==> config.mk <==
export PLATFORM = sky130hd
export DESIGN_NAME = psum_buffer
export DESIGN_NICKNAME = d
export VERILOG_FILES = /design/src/conv_types_pkg.sv /design/src/pe_ctrl_pkg.sv /design/src/psum_buffer.sv
export SDC_FILE = /design/constraint.sdc
export NUM_CORES = 1
export LEC_CHECK = 0
export BUFFER_PORTS_ARGS = -buffer_cell sky130_fd_sc_hd__buf_4
export CAP_MARGIN = 20
export CORE_AREA = 2 2 212 214
export CTS_CLUSTER_SIZE = 12
export DETAILED_ROUTE_END_ITERATION = 7
export DIE_AREA = 0 0 214 216
export GPL_TIMING_DRIVEN = 1
export PLACE_DENSITY = 0.74
export SLEW_MARGIN = 5
export SYNTH_ARGS = -nofsm -noshare
export SYNTH_HDL_FRONTEND = slang
export SYNTH_SLANG_ARGS = --single-unit
==> constraint.sdc <==
create_clock -name clk -period 11.2 [get_ports clk]
set_input_delay 2.24 -clock clk [delete_from_list [all_inputs] [get_ports clk]]
set_output_delay 2.24 -clock clk [all_outputs]
set_load 0.005 [all_outputs]
==> src/conv_types_pkg.sv <==
package conv_types_pkg;

    localparam int PIXEL_WIDTH  = 16;
    localparam int KERNEL_WIDTH = 16;
    localparam int RESULT_WIDTH = 48;

    // Full precision of one pixel times one weight
    localparam int PRODUCT_WIDTH = PIXEL_WIDTH + KERNEL_WIDTH;

    typedef logic signed [PIXEL_WIDTH-1:0]  pixel_t;
    typedef logic signed [KERNEL_WIDTH-1:0] weight_t;
    typedef logic signed [RESULT_WIDTH-1:0] result_t;

    // 3x3 window, row-major, x00 in the top bits
    typedef struct packed {
        pixel_t x00;
        pixel_t x01;
        pixel_t x02;
        pixel_t x10;
        pixel_t x11;
        pixel_t x12;
        pixel_t x20;
        pixel_t x21;
        pixel_t x22;
    } window_t;

    // Kernel coefficients in the same order as the window
    typedef struct packed {
        weight_t k00;
        weight_t k01;
        weight_t k02;
        weight_t k10;
        weight_t k11;
        weight_t k12;
        weight_t k20;
        weight_t k21;
        weight_t k22;
    } kernel_t;

endpackage

==> src/pe_ctrl_pkg.sv <==
package pe_ctrl_pkg;

    // Enough for rows of up to 1024 output pixels
    localparam int ADDR_WIDTH = 10;

    typedef enum logic [1:0] {
        // No kernel loaded since reset
        NO_KERNEL = 2'd0,
        // Kernel held, pipeline empty
        READY     = 2'd1,
        // Accepting windows of a channel-row
        STREAM    = 2'd2,
        // Row complete, waiting for the pipeline to empty
        DRAIN     = 2'd3
    } pe_state_e;

    // Per-window command, travels alongside the MAC pipeline
    typedef struct packed {
        logic [ADDR_WIDTH-1:0] addr;
        // Ignore the stored partial sum
        logic                  first;
        // Add bias and emit the result
        logic                  last;
        // Final pixel of the row
        logic                  tail;
    } psum_cmd_t;

endpackage

==> src/psum_buffer.sv <==
`timescale 1ns/1ps

module psum_buffer #(
    parameter int ROW_LENGTH = 8
) (
    input  logic                    clk,
    input  logic                    arst_n,
    input  pe_ctrl_pkg::psum_cmd_t  cmd,
    input  logic                    cmd_valid,
    input  conv_types_pkg::result_t mac_sum,
    input  logic                    mac_valid,
    input  conv_types_pkg::result_t bias,
    output conv_types_pkg::result_t result,
    output logic                    m_axis_tvalid,
    output logic                    m_axis_tlast,
    output logic                    busy
);

    localparam int MEM_AW = $clog2(ROW_LENGTH);

    conv_types_pkg::result_t psum_mem [ROW_LENGTH];

    logic [MEM_AW-1:0]       rd_addr;
    logic [MEM_AW-1:0]       wr_addr;
    conv_types_pkg::result_t old_psum;
    pe_ctrl_pkg::psum_cmd_t  cmd_q;
    logic                    cmd_q_valid;

    conv_types_pkg::result_t base_psum;
    conv_types_pkg::result_t bias_term;
    conv_types_pkg::result_t new_psum;
    logic                    wr_en;
    logic                    emit;

    assign rd_addr = cmd.addr[MEM_AW-1:0];
    assign wr_addr = cmd_q.addr[MEM_AW-1:0];

    // Read stage, old partial sum lines up with mac_sum next cycle
    always_ff @(posedge clk) begin
        if (cmd_valid) begin
            old_psum <= psum_mem[rd_addr];
            cmd_q    <= cmd;
        end
    end

    assign wr_en = cmd_q_valid && mac_valid;
    assign emit  = wr_en && cmd_q.last;

    // Accumulate, first channel starts from zero, bias only on the last one
    always_comb begin
        base_psum = cmd_q.first ? '0 : old_psum;
        bias_term = cmd_q.last ? bias : '0;
        new_psum  = base_psum + mac_sum + bias_term;
    end

    // Write back to the address that was read
    always_ff @(posedge clk) begin
        if (wr_en) begin
            psum_mem[wr_addr] <= new_psum;
        end
    end

    // Output data register
    always_ff @(posedge clk) begin
        if (emit) begin
            result <= new_psum;
        end
    end

    always_ff @(posedge clk or negedge arst_n) begin
        if (!arst_n) begin
            cmd_q_valid   <= 1'b0;
            m_axis_tvalid <= 1'b0;
            m_axis_tlast  <= 1'b0;
        end else begin
            cmd_q_valid   <= cmd_valid;
            m_axis_tvalid <= emit;
            m_axis_tlast  <= emit && cmd_q.tail;
        end
    end

    // Something still sits in the read, accumulate or output stage
    assign busy = cmd_valid || cmd_q_valid || m_axis_tvalid;

endmodule

==> results summary <==
The critical path ends at psum_mem[0][47]$_DFFE_PP_. The arithmetic-cell share of the synthesized area counting full adders, half adders and majority gates came out at 7.08%. In this run the cell area of the synthesized design comes to 21700 sq um.

The multi-input logic area is 6840 sq um. The wire length of the first global-routing pass is 71.7 mm. The capture instance of the worst register-to-register path is psum_mem[0][47]$_DFFE_PP_.

After layout, the worst path uses 56.3% of the clock period. Setup repair after global routing left no endpoint under its margin. The sequential standard cell area came out at 14700 sq um. In this run the remaining antenna-violating nets after routing total 0. The kind of critical path is in2reg. After legalization and detailed placement, the total HPWL measured 28.8 mm. The number of synthesized register bits came out at 489. The synthesis warning total is 0. In this run the critical register-to-register path is launched from cmd_q[2]$_DFFE_PP_. The kind of end point of the critical path is a register. Measured against the total synthesized area, the mux share comes to 12.5%. STA classifies the critical path startpoint as an input pin. The worst hold margin came out at 0.452 ns. The final-report max-slew violation count came out at 0. The final hold violation count came out at 0. The synthesized netlist devotes 4.35% of its cell area to compound gates. In this run the count of I/O pins placed on the die edge is 164. The maximum vdd drop is 0.110 mV.

The number of buffer cells added on primary ports came out at 156. The average wire per standard cell is 23.9 microns. The placeable core region came out at 43800 sq um.

The synthesized area divided by synthesized cell count came out at 18.2 sq um. The fraction of final layout cells with drive strength greater than 1 came out at 27.8%. The library cell occupying the most area in the post-synthesis netlist is sky130_fd_sc_hd__edfxtp_1. Summing the areas of all xor and xnor instances in the mapped netlist gives 1.86% of the synthesized area. In the routed layout, each cell is associated on average with a via count of 5.75. The launch point of the critical path is bias[1]. Setup violations remaining at the end of the flow were counted as 0. The number of global-route vias before repair came out at 11.9k. The die outline area is 46200 sq um. The number of cells upsized or downsized after cts came out at 0. The clock slew seen by the registers of the worst setup and hold paths is 0.06 ns. The setup slack of the most critical reg-to-reg path came out at 5.60 ns. The number of antenna violations at the first check in global routing is 1.

The post-detailed-route DRC marker count is 0. Clock tree synthesis found a total of 489 sinks. The final period demand of the worst path is 6.31 ns. By area, the combinational part of the netlist is dominated by multiplexers.

The total power divided by cell area came out at 186 nW/um^2. The filler cell count came out at 3371. The number of rows created at floorplan is 77. The CTS root buffer is sky130_fd_sc_hd__clkbuf_16. The number of cells traversed by the worst register-to-register path came out at 16. Before antenna repair, the detailed router went through 7 iterations. Entering global routing, the biggest net connects 55 pins. The number of distinct standard cells referenced by the synthesized netlist came out at 53.

By area the synthesized netlist is led by sky130_fd_sc_hd__edfxtp_1, sky130_fd_sc_hd__mux4_2, sky130_fd_sc_hd__fa_1. The clock passes through at most 3 buffers. The clock latency reported for the late side of the worst-skew pair came out at 0.56 ns. Summing the sequential cell areas from Yosys gives 67.6% of the chip area.

The timing-limited maximum frequency came out at 0.159 GHz. The total nets after synthesis came out at 1401. The overall via count from detail_route came out at 11.4k. After the first detailed-routing iteration, the DRC count stood at 836. The H-tree depth is 2. The hold buffer count at CTS came out at 0. Along the worst path, the maximum fanout reaches 9. 0 antenna diodes ended up in the layout.

The post-CTS setup-driven buffer insertion count came out at 0. The effective utilization at floorplan came out at 49.5%. The leakage dissipation is 8.70 nW. Routability-driven placement finished with a final weighted congestion of 0.842. The dominant register cell in the synthesized netlist is sky130_fd_sc_hd__edfxtp_1. The data required time at the worst endpoint is 11.47 ns.

Global routing finished with a remaining overflow of 0. The layout overhead on the synthesized area is 15.1%. The number of nets in the layout is 1581.

Yosys mapped a number of flops with a built-in enable equal to 486. The number of CTS-inserted buffers came out at 48. Wires add up to 47.6 mm. The combined global-route utilization of all metal layers came out at 20.7%. The clock tree from TritonCTS is built. The overall die width is 214 microns.

The instance count of the mapped netlist came out at 1194. The die height came out at 216 microns. The final core utilization came out at 57.0%. The synthesized design devotes to its leading area cell type 67.3% of total area. The area share of and/or/nand/nor cells after synthesis is 5.50%. Max-cap violations in this run came to 0. The arrival time at the worst endpoint came out at 6.57 ns. The setup TNS is 0 ns. The worst-case clock skew came out at 0.0136 ns. The flow ran to the end, and the final reports show no timing, DRC or antenna violations. The startpoint identified for the worst hold timing path is cmd_q[0]$_DFFE_PP_. The proportion of synthesized flip-flops having asynchronous set or reset is 0.613%. The worst slew slack as a fraction of its limit is 35.0%. The actual transition at the worst max-transition pin came out at 0.973 ns.

The class of the worst hold path is reg2reg.
-- cell families (layout without fill, tap and decap cells) --
| family | count (synthesis) | in the layout |
|---|---|---|
| compound gates | 141 | 141 |
| buf+inv | 64 | 267 |
| mux | 144 | 144 |
| xor+xnor | 46 | 46 |
| fa+ha+maj | 94 | 94 |
| flops | 489 | 489 |
| simple gates | 216 | 216 |
-- final cells by class --
class                   count  share of cell area, %
clock buffers              67                   5.18
well taps                 592                   2.97
clock inverters             6                  0.205
flip-flops and latches    489                   58.7
inverters                  20                  0.301
multi-input cells         641                   27.4
repair buffers            174                   5.25
-- cell usage in the layout, fill, tap and decap left out, types with 22 or more instances in the layout --
| cell type | n |
|---|---|
| sky130_fd_sc_hd__edfxtp_1 | 486 |
| sky130_fd_sc_hd__a21oi_1 | 48 |
| sky130_fd_sc_hd__mux4_2 | 96 |
| sky130_fd_sc_hd__clkbuf_16 | 49 |
| sky130_fd_sc_hd__buf_4 | 173 |
| sky130_fd_sc_hd__ha_1 | 46 |
| sky130_fd_sc_hd__a21o_1 | 24 |
| sky130_fd_sc_hd__xnor2_1 | 31 |
| sky130_fd_sc_hd__nor2_1 | 22 |
| sky130_fd_sc_hd__and2_1 | 48 |
| sky130_fd_sc_hd__nor2b_1 | 55 |
| sky130_fd_sc_hd__nand2_1 | 36 |
| sky130_fd_sc_hd__fa_1 | 48 |
| sky130_fd_sc_hd__mux2_2 | 48 |
-- worst min path at each step --
stage	endpoint	cells past startpoint
floorplan	m_axis_tlast$_DFF_PN0_	1
global placement	m_axis_tlast$_DFF_PN0_	1
detailed placement	m_axis_tlast$_DFF_PN0_	1
CTS	m_axis_tlast$_DFF_PN0_	1
global route	m_axis_tlast$_DFF_PN0_	1
finish	m_axis_tlast$_DFF_PN0_	1
-- registers in the layout, summed over array words and instances (netlist names) --
name / flops
psum_mem: 384
old_psum: 48
result: 48
cmd_q: 6
cmd_q_valid: 1
m_axis_tlast: 1
m_axis_tvalid: 1
-- routing by layer --
layer	wire, microns	up-vias	share of wire, %	global-route usage, %
met5	0	-	0	0
met4	1240	0	2.6	6.48
met3	2360	84	5.0	2.55
met2	23900	376	50	34.8
met1	20100	5937	42	28.5
li1	-	5038	-	-
-- report_power, final --
group          leakage, nW  internal [mW]  total, mW  switching, mW
registers             4.48           2.34       2.36         0.0205
clock network        0.652          0.816       1.45          0.632
logic                 3.57          0.293      0.841          0.548
-- cell usage after synthesis, types with 28 or more instances --
master	count
sky130_fd_sc_hd__edfxtp_1	486
sky130_fd_sc_hd__mux4_2	96
sky130_fd_sc_hd__nor2b_1	55
sky130_fd_sc_hd__and2_1	48
sky130_fd_sc_hd__nor2_1	28
sky130_fd_sc_hd__a21oi_1	48
sky130_fd_sc_hd__clkbuf_1	37
sky130_fd_sc_hd__fa_1	48
sky130_fd_sc_hd__nand2_1	36
sky130_fd_sc_hd__ha_1	46
sky130_fd_sc_hd__xnor2_1	31
sky130_fd_sc_hd__mux2_2	48
-- per-stage QoR --
step | worst slack, ns | power, mW | instances | area (sq um)
after floorplan | 5.04 | 2.93 | 1194 | 21700
after CTS | 5.00 | 4.68 | 1989 | 25000
final | 4.89 | 4.65 | 1989 | 25000
after global placement | 4.50 | 3.20 | 1916 | 23600
after global routing | 4.79 | 4.83 | 1989 | 25000
after detailed placement | 4.45 | 3.23 | 1916 | 23600
-- worst max-delay path, stage by stage --
cell and delay (ns):
sky130_fd_sc_hd__buf_4 0.08, sky130_fd_sc_hd__nand2_1 0.06, sky130_fd_sc_hd__fa_1 0.47, sky130_fd_sc_hd__inv_1 0.06, sky130_fd_sc_hd__ha_1 0.17, sky130_fd_sc_hd__inv_1 0.07, sky130_fd_sc_hd__fa_1 0.47, sky130_fd_sc_hd__nand2b_1 0.19
sky130_fd_sc_hd__a21oi_1 0.28, sky130_fd_sc_hd__o21ai_0 0.29, sky130_fd_sc_hd__o2111ai_1 0.61, sky130_fd_sc_hd__a31oi_4 0.26, sky130_fd_sc_hd__o211ai_4 0.32, sky130_fd_sc_hd__a221oi_2 0.14, sky130_fd_sc_hd__a211o_1 0.33, sky130_fd_sc_hd__xnor2_1 0.51
Power figures use the tool's default switching activity.
