File: config.mk
export PLATFORM = sky130hd
export DESIGN_NAME = pe_control
export DESIGN_NICKNAME = d
export VERILOG_FILES = /design/src/pe_ctrl_pkg.sv /design/src/pe_control.sv
export SDC_FILE = /design/constraint.sdc
export NUM_CORES = 1
export LEC_CHECK = 0
export BUFFER_PORTS_ARGS = -buffer_cell sky130_fd_sc_hd__buf_2
export CORE_UTILIZATION = 53
export CTS_BUF_LIST = sky130_fd_sc_hd__clkbuf_8
export CTS_CLUSTER_SIZE = 14
export DETAILED_ROUTE_END_ITERATION = 7
export PLACE_DENSITY_LB_ADDON = 0.15
export SYNTH_ARGS = -nofsm -noshare
export SYNTH_HDL_FRONTEND = slang
export SYNTH_SLANG_ARGS = --single-unit
File: constraint.sdc
create_clock -name clk -period 3.3 [get_ports clk]
set_input_delay 0.66 -clock clk [delete_from_list [all_inputs] [get_ports clk]]
set_output_delay 0.66 -clock clk [all_outputs]
set_load 0.01 [all_outputs]
File: src/pe_ctrl_pkg.sv
package pe_ctrl_pkg;

    // Enough for rows of up to 1024 output pixels
    localparam int ADDR_WIDTH = 10;

    typedef enum logic [1:0] {
        // No kernel loaded since reset
        NO_KERNEL = 2'd0,
        // Kernel held, pipeline empty
        READY     = 2'd1,
        // Accepting windows of a channel-row
        STREAM    = 2'd2,
        // Row complete, waiting for the pipeline to empty
        DRAIN     = 2'd3
    } pe_state_e;

    // Per-window command, travels alongside the MAC pipeline
    typedef struct packed {
        logic [ADDR_WIDTH-1:0] addr;
        // Ignore the stored partial sum
        logic                  first;
        // Add bias and emit the result
        logic                  last;
        // Final pixel of the row
        logic                  tail;
    } psum_cmd_t;

endpackage

File: src/pe_control.sv
`timescale 1ns/1ps

module pe_control #(
    parameter int ROW_LENGTH = 8
) (
    input  logic                   clk,
    input  logic                   arst_n,
    input  logic                   load_kernel,
    input  logic                   window_valid,
    input  logic                   first_channel,
    input  logic                   last_channel,
    input  logic                   busy,
    output logic                   kernel_wr,
    output pe_ctrl_pkg::psum_cmd_t cmd,
    output logic                   cmd_valid,
    output logic                   pe_ready,
    output logic                   pe_idle
);

    typedef logic [pe_ctrl_pkg::ADDR_WIDTH-1:0] addr_t;

    localparam addr_t LAST_ADDR = addr_t'(ROW_LENGTH - 1);

    pe_ctrl_pkg::pe_state_e state;
    pe_ctrl_pkg::pe_state_e state_next;

    addr_t addr_cnt;
    logic  accept;
    logic  row_end;

    // Status outputs straight from the state
    assign pe_ready = (state == pe_ctrl_pkg::READY) || (state == pe_ctrl_pkg::STREAM);
    assign pe_idle  = (state == pe_ctrl_pkg::NO_KERNEL) ||
                      ((state == pe_ctrl_pkg::READY) && !busy);

    // The very first kernel must be accepted before pe_ready can rise
    assign kernel_wr = load_kernel &&
                       (pe_ready || (state == pe_ctrl_pkg::NO_KERNEL));

    assign accept  = window_valid && pe_ready;
    assign row_end = (addr_cnt == LAST_ADDR);

    always_comb begin
        state_next = state;
        case (state)
            pe_ctrl_pkg::NO_KERNEL: begin
                if (kernel_wr) begin
                    state_next = pe_ctrl_pkg::READY;
                end
            end
            pe_ctrl_pkg::READY: begin
                if (accept) begin
                    state_next = row_end ? pe_ctrl_pkg::DRAIN : pe_ctrl_pkg::STREAM;
                end
            end
            pe_ctrl_pkg::STREAM: begin
                if (accept && row_end) begin
                    state_next = pe_ctrl_pkg::DRAIN;
                end
            end
            pe_ctrl_pkg::DRAIN: begin
                // Wait for the last write-back and output to leave the buffer
                if (!busy) begin
                    state_next = pe_ctrl_pkg::READY;
                end
            end
            default: begin
                state_next = pe_ctrl_pkg::NO_KERNEL;
            end
        endcase
    end

    always_ff @(posedge clk or negedge arst_n) begin
        if (!arst_n) begin
            state <= pe_ctrl_pkg::NO_KERNEL;
        end else begin
            state <= state_next;
        end
    end

    // Buffer address, one step per accepted window
    always_ff @(posedge clk or negedge arst_n) begin
        if (!arst_n) begin
            addr_cnt <= '0;
        end else if (accept) begin
            if (row_end) begin
                addr_cnt <= '0;
            end else begin
                addr_cnt <= addr_cnt + addr_t'(1);
            end
        end
    end

    // Command for the window sampled this cycle
    always_ff @(posedge clk) begin
        if (accept) begin
            cmd.addr  <= addr_cnt;
            cmd.first <= first_channel;
            cmd.last  <= last_channel;
            cmd.tail  <= row_end;
        end
    end

    always_ff @(posedge clk or negedge arst_n) begin
        if (!arst_n) begin
            cmd_valid <= 1'b0;
        end else begin
            cmd_valid <= accept;
        end
    end

endmodule

==> results of run 1 <==
==> power groups by stage <==
stage	Combinational [mW]	Clock, mW	Sequential, mW
floorplan	0.259	0	0.569
global placement	0.414	0	0.541
detailed placement	0.430	0	0.547
CTS	0.434	0.173	0.541
global route	0.484	0.184	0.561
finish	0.433	0.172	0.539
==> layout make-up <==
cell class	count	area [um2]	share of cell area [%]
Sequential cell	26	716	54.9
Clock inverter	1	3.75	0.288
Multi-Input combinational cell	50	372	28.5
Timing Repair Buffer	23	115	8.83
Tap cell	27	33.8	2.59
Inverter	6	22.5	1.73
Clock buffer	3	41.3	3.17
==> per-stage QoR <==
step           cell area, um2  utilization (%)  total power, mW  cells  hold slack, ns
2_1_floorplan            1110                -            0.828     82           0.364
3_3_place_gp             1260             64.2            0.955    132           0.492
3_5_place_dp             1260             64.2            0.976    132           0.492
4_1_cts                  1300             66.5             1.15    136           0.284
5_1_grt                  1300             66.5             1.23    136           0.294
6_report                 1300             66.5             1.14    136           0.274
==> kinds of logic (layout without fill, tap and decap cells) <==
family          after synthesis  in the layout  share of synthesized area (%)
compound gates               10             10                           6.76
mux                           1              1                           1.01
fa+ha+maj                     6              6                           6.76
xor+xnor                      7              7                           5.52
flops                        26             26                           64.5
simple gates                 26             26                           13.4
buf+inv                       6             33                           2.03
==> state kept, by name, indices dropped and copies added (netlist names) <==
register   flops
cmd_valid      1
cmd           13
addr_cnt      10
state          2
==> final timing paths <==
check | from | end | depth (start not counted)
worst max-delay path | state[0] | state[1] | 6
worst min-delay path | arst_n | addr_cnt[6] | 1
worst max register to register | state[0] | state[1] | 6
worst min register to register | addr_cnt[1] | cmd[4] | 0
max in group asynchronous | arst_n | state[1] | 1
min in group clk | addr_cnt[1] | cmd[4] | 0
==> layer usage <==
layer | GRT usage (%) | up-vias
met5 | 0 | -
met1 | 22.2 | 345
met2 | 30.8 | 32
met4 | 7.22 | 0
met3 | 3.40 | 4
li1 | - | 345
==> cell usage in the layout, fill, tap and decap left out, drive strengths merged, types with 4 or more instances in the layout <==
cell type and count:
xnor2 6, inv 7, o21ai 4, dfrtp 13
ha 6, edfxtp 13, nand3 4, nand2 11
buf 23
==> summary.txt, run 1 <==
WL met1 -> 769 um
Seq cells post-synth -> 26
GRT Residual Overflow -> 0
Final ANT Viol Nets -> 0
Routability congestion estimate -> 0.827
DRT iter0 DRCs -> 12
Synth top area share -> 35.2%
Drt first pass iters -> 4
Worst Path Buf+Inv -> 1
Final hold vios -> 0
Worst skew pair latency -> 0.26 ns
Met2 WL -> 895 um
Outcome -> finished clean
Pin count of the biggest net entering global routing -> 17
CP max stage delay -> 0.43 ns
Met3 wire len -> 92 um
Sw Ratio -> 35.4%
Slew @ Worst Pin -> 0.582 ns
Max H-tree Level -> 1
Final worst-path cycle share -> 60.4%
Slowest-stage cell, CP -> dfrtp_1
P per Cell Area -> 877 mW/mm2
DRC violation count after routing -> 0
Post-synth top cells -> dfrtp_1 (13), edfxtp_1 (13), nand2_1 (11)
Synthesized Nets -> 95
Post-synth EDFFs -> 13
Gate power share -> 37.8%
Clock Power Share -> 15.0%
IO Pins -> 24
First-pass GRT wire length -> 2760 um
Worst path cell trace -> inv_1 -> ha_1 -> nand2_1 -> a222oi_1 -> a21boi_2 -> mux2_1
Pre-CTS WS -> 1.33 ns
Die Width -> 47.8 um
CTS max path bufs -> 2
Post-DP HPWL -> 1300 um
Layout area overhead -> 17.5%
N_diodes -> 0
Setup crit start kind -> register
Class of the worst hold path -> in -> async
Unrepaired setup endpoints after global routing -> false
Setup TNS -> 0 ns
R2r setup slk -> 1.31 ns
Wire length per cell -> 13.1 um
Pint -> 0.739 mW
Filler cells -> 174
Mapped cell area -> 0.00111 mm2
CTS sink cnt -> 26
Netlist cell types -> 26
Clock skew -> 0.00234 ns
Synth async-reset ratio -> 50.0%
Synth Warn # -> 0
Aggregate global-route resource usage -> 17.9%
Max-slew violation count -> 0
CP required -> 3.45 ns
Worst-path fanout max -> 7
# rows -> 16
Minimum clock period -> 1.99 ns
Vias in the first global route -> 646
Die area -> 0.00228 mm2
Syn Inst Count -> 82
Worst-path clk slew -> 0.08 ns
CP arrival -> 2.14 ns
CTS Buf Count -> 3
Mapped Avg Cell Area -> 13.5 um2
Antenna violations before repair -> 0
# Max-Cap Violations -> 0
Via/cell ratio -> 5.34
Slew headroom -> 61.1%
Maximum VDD drop -> 622 uV
CTS Hold Bufs -> 0
Sw power -> 0.404 mW
Worst setup margin -> 1.31 ns
Drt total wl -> 1780 um
Reg power frac -> 47.1%
Starting density of the core -> 56.6%
Crit path kind -> reg -> reg
Post-cts resize count -> 0
TritonCTS clock tree -> done
Vias -> 726
Core area -> 0.00196 mm2
Chip height -> 47.8 um
Top routing layer used -> met4
Clock root buffer -> clkbuf_8
Yosys top cell by area -> edfxtp_1
Top_reg_cell synth -> edfxtp_1
CP endpoint kind -> register
Final net count -> 123
Layout cell share with drive strength beyond 1 -> 26.6%
Fmax -> 501 MHz
Register area share after synthesis -> 64.5%
Final setup viols -> 0
Static Leak -> 0.616 nW
Port bufs -> 23
Synth top area cells -> edfxtp_1 (35%), dfrtp_1 (29%), ha_1 (6.8%), xnor2_1 (4.7%), nand2_1 (3.7%)
Delay-heaviest family, CP -> compound AO/OA/AOI/OAI gates
Total setup buffers inserted after CTS -> 0
(Power assumes the default switching activity.)
==> inputs of run 2 (changes only) <==
Settings changed: ABC_AREA set to 1.
Clock period 3.3 ns to 1.9 ns, I/O delays scaled along.
==> run 2 against run 1 <==
  * The run now ends with negative hold slack left
  * Critical endpoint unchanged
  * Highest routed layer unchanged
  * Non-clock buffer count up 1
  * Worst setup slack worse by 1.2 ns
  * Clock skew up 0.00093 ns
==> summary.txt, run 2 <==
Via/cell ratio -> 4.93 (-7.7%)
Unrepaired setup endpoints after global routing -> false
Fmax -> 570 MHz (+14%)
Wire length per cell -> 11.7 um (-10%)
Worst-path clk slew -> 0.08 ns (about the same)
Final net count -> 153 (+24%)
Layout cell share with drive strength beyond 1 -> 27.3% (+0.73 points)
Post-synthesis mux area share -> 0% (-1.0 points)
Core area -> 0.00202 mm2 (+3.1%)
First-pass GRT wire length -> 3180 um (+15%)
Final hold slack -> -0.00485 ns (-0.279 ns)
Slew @ Worst Pin -> 0.320 ns (-0.262 ns)
Post-synth top cells -> nand2_1 (21), inv_1 (14), dfrtp_1 (13), edfxtp_1 (13), nor2_1 (11)
Final ANT Viol Nets -> 0 (unchanged)
Placed insts -> 162 (+23%)
Main combinational cell family by area after synthesis -> simple AND/OR/NAND/NOR gates
CP endpoint kind -> register
Setup crit start kind -> register
Drt first pass iters -> 4 (unchanged)
Mapped Avg Cell Area -> 10.7 um2 (-21%)
Chip height -> 49.2 um (+3.1%)
Crit path kind -> reg -> reg
Outcome -> finished with violations
Total setup buffers inserted after CTS -> 0 (unchanged)
CTS sink cnt -> 26 (unchanged)
Filler cells -> 165 (-5.2%)
TritonCTS clock tree -> done
Die Width -> 49.2 um (+3.1%)
Top Registers -> cmd (13), addr_cnt (10), state (2)
Final Non-Filler Cells -> 166 (+22%)
Clock skew -> 0.00327 ns (+0.000927 ns)
Synthesized Nets -> 124 (+31%)
Synth async-reset ratio -> 50.0% (unchanged)
Starting density of the core -> 58.5% (+1.9 points)
N_diodes -> 0 (unchanged)
# rows -> 16 (unchanged)
Antenna violations before repair -> 0 (unchanged)
P per Cell Area -> 1450 mW/mm2 (+65%)
Clock root buffer -> clkbuf_8
CP arrival -> 1.91 ns (-0.23 ns)
Final hold vios -> 6 (+6)
Most frequent cells in the layout -> buf_2 (23), nand2_1 (21), inv_1 (14)
IO Pins -> 24 (unchanged)
Top reg by flops -> cmd
Routability congestion estimate -> 0.797 (-3.6%)
Drt total wl -> 1950 um (+9.7%)
CP required -> 2.06 ns (-1.39 ns)
Pin count of the biggest net entering global routing -> 15 (-2)
Slew headroom -> 78.6% (+17 points)
Synth Warn # -> 0 (unchanged)
Number of flip-flops in the largest register -> 13 (unchanged)
Final worst-path cycle share -> 92.4% (+32 points)
Vias in the first global route -> 776 (+20%)
Die area -> 0.00242 mm2 (+6.3%)
Minimum clock period -> 1.76 ns (-0.240 ns)
Worst-path fanout max -> 8 (+1)
Post-cts resize count -> 0 (unchanged)
Syn Inst Count -> 111 (+35%)
Synth top area share -> 33.0% (-2.2 points)
Multi-input logic area -> 407 um2 (+9.4%)
Synth top area cells -> edfxtp_1 (33%), dfrtp_1 (28%), nand2_1 (6.7%), ha_1 (6.3%), inv_1 (4.4%)
Post-Synth XOR/XNOR Area -> 3.70% (-1.8 points)
Seq cells post-synth -> 26 (unchanged)
GRT Residual Overflow -> 0 (unchanged)
CTS Hold Bufs -> 0 (unchanged)
Port bufs -> 23 (unchanged)
Final setup viols -> 0 (unchanged)
Top_reg_cell synth -> edfxtp_1
# Max-Cap Violations -> 0 (unchanged)
Post-synthesis compound-gate area fraction -> 4.02% (-2.7 points)
CTS max path bufs -> 2 (unchanged)
CTS Buf Count -> 3 (unchanged)
Layout area overhead -> 17.9%
Synth Area in Adders -> 6.35% (-0.42 points)
Post-DP HPWL -> 1530 um (+18%)
Max-slew violation count -> 0 (unchanged)
Max H-tree Level -> 1 (unchanged)
Maximum VDD drop -> 1190 uV (+91%)
Class of the worst hold path -> in -> async
Aggregate global-route resource usage -> 17.7% (-0.25 points)
Vias -> 818 (+13%)
Leading cell type in the layout, fill and taps excluded -> buf_2
Register area share after synthesis -> 60.5% (-4.0 points)
DRC violation count after routing -> 0 (unchanged)
Mapped cell area -> 0.00118 mm2 (+6.5%)
FF+latch area -> 716 um2 (unchanged)
Failing checks -> negative hold slack
Post-synth EDFFs -> 13 (unchanged)
Worst skew pair latency -> 0.26 ns (about the same)
Post-layout util -> 68.9% (+2.5 points)
Simple-gate share of the synthesized area -> 20.3% (+6.9 points)
Static Leak -> 0.688 nW (+12%)
DRT iter0 DRCs -> 28 (+16)
Most numerous cell in the Yosys netlist -> nand2_1
Setup TNS -> 0 ns (unchanged)
Netlist cell types -> 22 (-15%)
Yosys top cell by area -> edfxtp_1
[run 2: kinds of logic after synthesis]
logic type | after synthesis
AO/OA/AOI/OAI | 7
XOR/XNOR | 5
adder cells (fa/ha/maj) | 6
buffers and inverters | 16
flip-flops | 26
AND/OR/NAND/NOR | 51
[run 2: critical path, cell delays in order (launching register included)]
cell and delay (ns):
dfrtp_1 0.44, inv_1 0.09, ha_1 0.38, nand2_4 0.10, inv_2 0.14, nor2_1 0.05
nor2_1 0.20, nand2_1 0.12, nand2_1 0.08, nand2_1 0.05
[run 2: area by class of cell]
type                            instances  area share (%)
Tap cell                               27            2.42
Timing Repair Buffer                   24            8.80
Multi-Input combinational cell         69            29.2
Inverter                               16            4.31
Clock buffer                            4            3.95
Sequential cell                        26            51.3
[run 2: power breakdown]
group	internal, mW	switching, mW	total [mW]
logic	0.285	0.462	0.747
registers	0.806	0.120	0.926
clock network	0.185	0.159	0.344
[run 2: worst paths after layout]
check	depth (start not counted)	start	slack (ns)	to
worst max-delay path	9	state[0]	0.14	state[1]
worst min-delay path	1	arst_n	-0.005	addr_cnt[9]
worst max register to register	9	state[0]	0.14	state[1]
worst min register to register	0	addr_cnt[0]	0.51	cmd[3]
max in group asynchronous	1	arst_n	1.66	cmd_valid
min in group clk	1	first_channel	0.29	cmd[2]
[run 2: routing by layer]
layer  up-vias  global-route usage [%]  part of all wire, %  routed length [um]
met1       380                    20.0                   41                 801
met4         0                    8.33                  1.8                  36
met5         -                       0                    0                   0
met3         4                    2.18                  3.8                  74
li1        410                       -                    -                   -
met2        24                    32.6                   53                1040
[run 2: metrics by stage]
stage               worst slack (ns)  hold slack [ns]  area, um2  total power, mW
floorplan                      0.206           0.0844       1180             1.42
global placement               0.283            0.289       1340             1.65
detailed placement             0.165            0.291       1340             1.69
CTS                            0.152         0.000536       1390             2.03
global route                  0.0123           0.0191       1390             2.15
finish                         0.145         -0.00485       1390             2.02
==> inputs of run 3 (changes only) <==
Settings changed: CTS_BUF_LIST sky130_fd_sc_hd__clkbuf_8 to sky130_fd_sc_hd__clkbuf_4 sky130_fd_sc_hd__clkbuf_8 sky130_fd_sc_hd__clkbuf_16.
==> run 3 against run 2 <==
  * The run now ends clean
  * Global-route usage is 0.27 points lower
  * Sequential share of layout area is 0.32 points higher
  * Critical path depth decreased by 6
  * Clock power decreased by 22%
  * Final area shrank 0.63%
  * Flip-flop and latch count unchanged
  * Final cell count grew 0.60%
  * Core utilization fell by 0.43 points
==> summary.txt, run 3 (synthesis results as in run 2) <==
Post-cts resize count -> 0 (unchanged)
Fmax -> 563 MHz (-1.3%)
DRT iter0 DRCs -> 14 (-50%)
Drt first pass iters -> 4 (unchanged)
Static Leak -> 0.684 nW (-0.52%)
CTS max path bufs -> 2 (unchanged)
Top reg by flops -> cmd
Die Width -> 49.2 um (unchanged)
Pin count of the biggest net entering global routing -> 15 (unchanged)
Worst-path fanout max -> 5 (-3)
Clock skew -> 0.00670 ns (+0.00343 ns)
DRC violation count after routing -> 0 (unchanged)
Final ANT Viol Nets -> 0 (unchanged)
Outcome -> finished clean
IO Pins -> 24 (unchanged)
Clock root buffer -> clkbuf_4
Setup TNS -> 0 ns (unchanged)
Slew @ Worst Pin -> 0.322 ns (+0.00111 ns)
Port bufs -> 23 (unchanged)
Leading cell type in the layout, fill and taps excluded -> buf_2
Crit path kind -> reg -> out
Setup crit start kind -> register
Placed insts -> 162 (unchanged)
Aggregate global-route resource usage -> 17.4% (-0.27 points)
Wire length per cell -> 11.6 um (-0.85%)
Maximum VDD drop -> 1050 uV (-11%)
Starting density of the core -> 58.5% (unchanged)
GRT Residual Overflow -> 0 (unchanged)
Sw Ratio -> 37.8% (+1.1 points)
Core area -> 0.00202 mm2 (unchanged)
Drt total wl -> 1950 um (-0.26%)
R2r setup slk -> 0.14 ns (about the same)
Layout cell share with drive strength beyond 1 -> 27.1% (-0.20 points)
CP required -> 1.52 ns (-0.54 ns)
Pint -> 1.21 mW (-5.3%)
Max-slew violation count -> 0 (unchanged)
Antenna violations before repair -> 0 (unchanged)
Worst path cell trace -> inv_1 -> ha_1 -> buf_2
# Max-Cap Violations -> 0 (unchanged)
Delay-heaviest family, CP -> flip-flops
Filler cells -> 169 (+2.4%)
TritonCTS clock tree -> done
Slew headroom -> 78.6% (about the same)
Worst skew pair latency -> 0.31 ns (+0.05 ns)
# rows -> 16 (unchanged)
CP max stage delay -> 0.46 ns (+0.02 ns)
CP arrival -> 1.40 ns (-0.51 ns)
CTS Buf Count -> 3 (unchanged)
Vias -> 814 (-0.49%)
Worst Path Buf+Inv -> 2 (unchanged)
CTS sink cnt -> 26 (unchanged)
CP endpoint kind -> output port
Minimum clock period -> 1.78 ns (+0.0224 ns)
Top Registers -> cmd (13), addr_cnt (10), state (2)
Most frequent cells in the layout -> buf_2 (23), nand2_1 (21), inv_1 (14)
N_diodes -> 0 (unchanged)
Final hold vios -> 0 (-6)
First-pass GRT wire length -> 3160 um (-0.63%)
Chip height -> 49.2 um (unchanged)
Gate power share -> 38.6% (+1.5 points)
Die area -> 0.00242 mm2 (unchanged)
Worst-path clk slew -> 0.13 ns (+0.05 ns)
Unrepaired setup endpoints after global routing -> false
Routability congestion estimate -> 0.797 (unchanged)
Clock Power Share -> 13.9% (-3.2 points)
Number of flip-flops in the largest register -> 13 (unchanged)
Layout area overhead -> 17.1%
Final setup viols -> 0 (unchanged)
Reg power frac -> 47.5% (+1.6 points)
Post-DP HPWL -> 1530 um (unchanged)
P per Cell Area -> 1400 mW/mm2 (-3.1%)
Sw power -> 0.735 mW (-0.88%)
Class of the worst hold path -> in -> reg
Max H-tree Level -> 1 (unchanged)
Vias in the first global route -> 777 (+0.13%)
Final Non-Filler Cells -> 167 (+0.60%)
Slowest-stage cell, CP -> dfrtp_1
Final worst-path cycle share -> 93.5% (+1.2 points)
Final net count -> 154 (+0.65%)
Via/cell ratio -> 4.87 (-1.1%)
==> run 3: cell count changes in the layout (fill, tap and decap cells not counted) <==
cell and change:
clkbuf_8 -3, clkbuf_4 +3, dlygate4sd3_1 +1
==> run 3: layout make-up <==
type                            count  area [um2]  area share, %
Timing Repair Buffer               25         133           9.58
Tap cell                           27        33.8           2.44
Inverter                           16        60.1           4.34
Clock buffer                        4        36.3           2.62
Sequential cell                    26         716           51.7
Multi-Input combinational cell     69         407           29.4
==> run 3: timing repair <==
item,in CTS,in global routing
hold endpoints to repair,13,0
hold buffers,1,0
buffers inserted,0,0
endpoints found under the setup margin,0,0
==> run 3: through the flow <==
step / hold WS (ns) / cell area [um2] / setup slack [ns] / utilization, % / total power, mW
2_1_floorplan: 0.0844 / 1180 / 0.206 / - / 1.42
3_3_place_gp: 0.289 / 1340 / 0.283 / 66.2 / 1.65
3_5_place_dp: 0.291 / 1340 / 0.165 / 66.2 / 1.69
4_1_cts: 0.229 / 1390 / 0.120 / 68.5 / 1.96
5_1_grt: 0.218 / 1390 / 0.00574 / 68.5 / 2.07
6_report: 0.238 / 1390 / 0.123 / 68.5 / 1.94
==> run 3: final timing paths <==
kind,endpoint,from,cells after the start
max,pe_ready,state[0],3
min reg2reg,cmd[3],addr_cnt[0],0
max in group asynchronous,state[0],arst_n,2
max reg2reg,state[1],state[0],9
min,cmd[2],first_channel,1
min in group asynchronous,addr_cnt[9],arst_n,2
==> run 3: routing by layer <==
metal | vias to the layer above | global-route usage (%) | routed length, um
li1 | 413 | - | -
met1 | 378 | 19.5 | 799
met2 | 19 | 32.9 | 1050
met3 | 4 | 2.18 | 67
met4 | 0 | 6.86 | 27
met5 | - | 0 | 0
==> run 3: power by group through the flow <==
stage,Combinational [mW],Sequential (mW),Clock (mW)
final,0.750,0.923,0.270
after global routing,0.835,0.946,0.293
after CTS,0.758,0.924,0.276
after detailed placement,0.754,0.937,0
after global placement,0.720,0.926,0
after floorplan,0.451,0.972,0
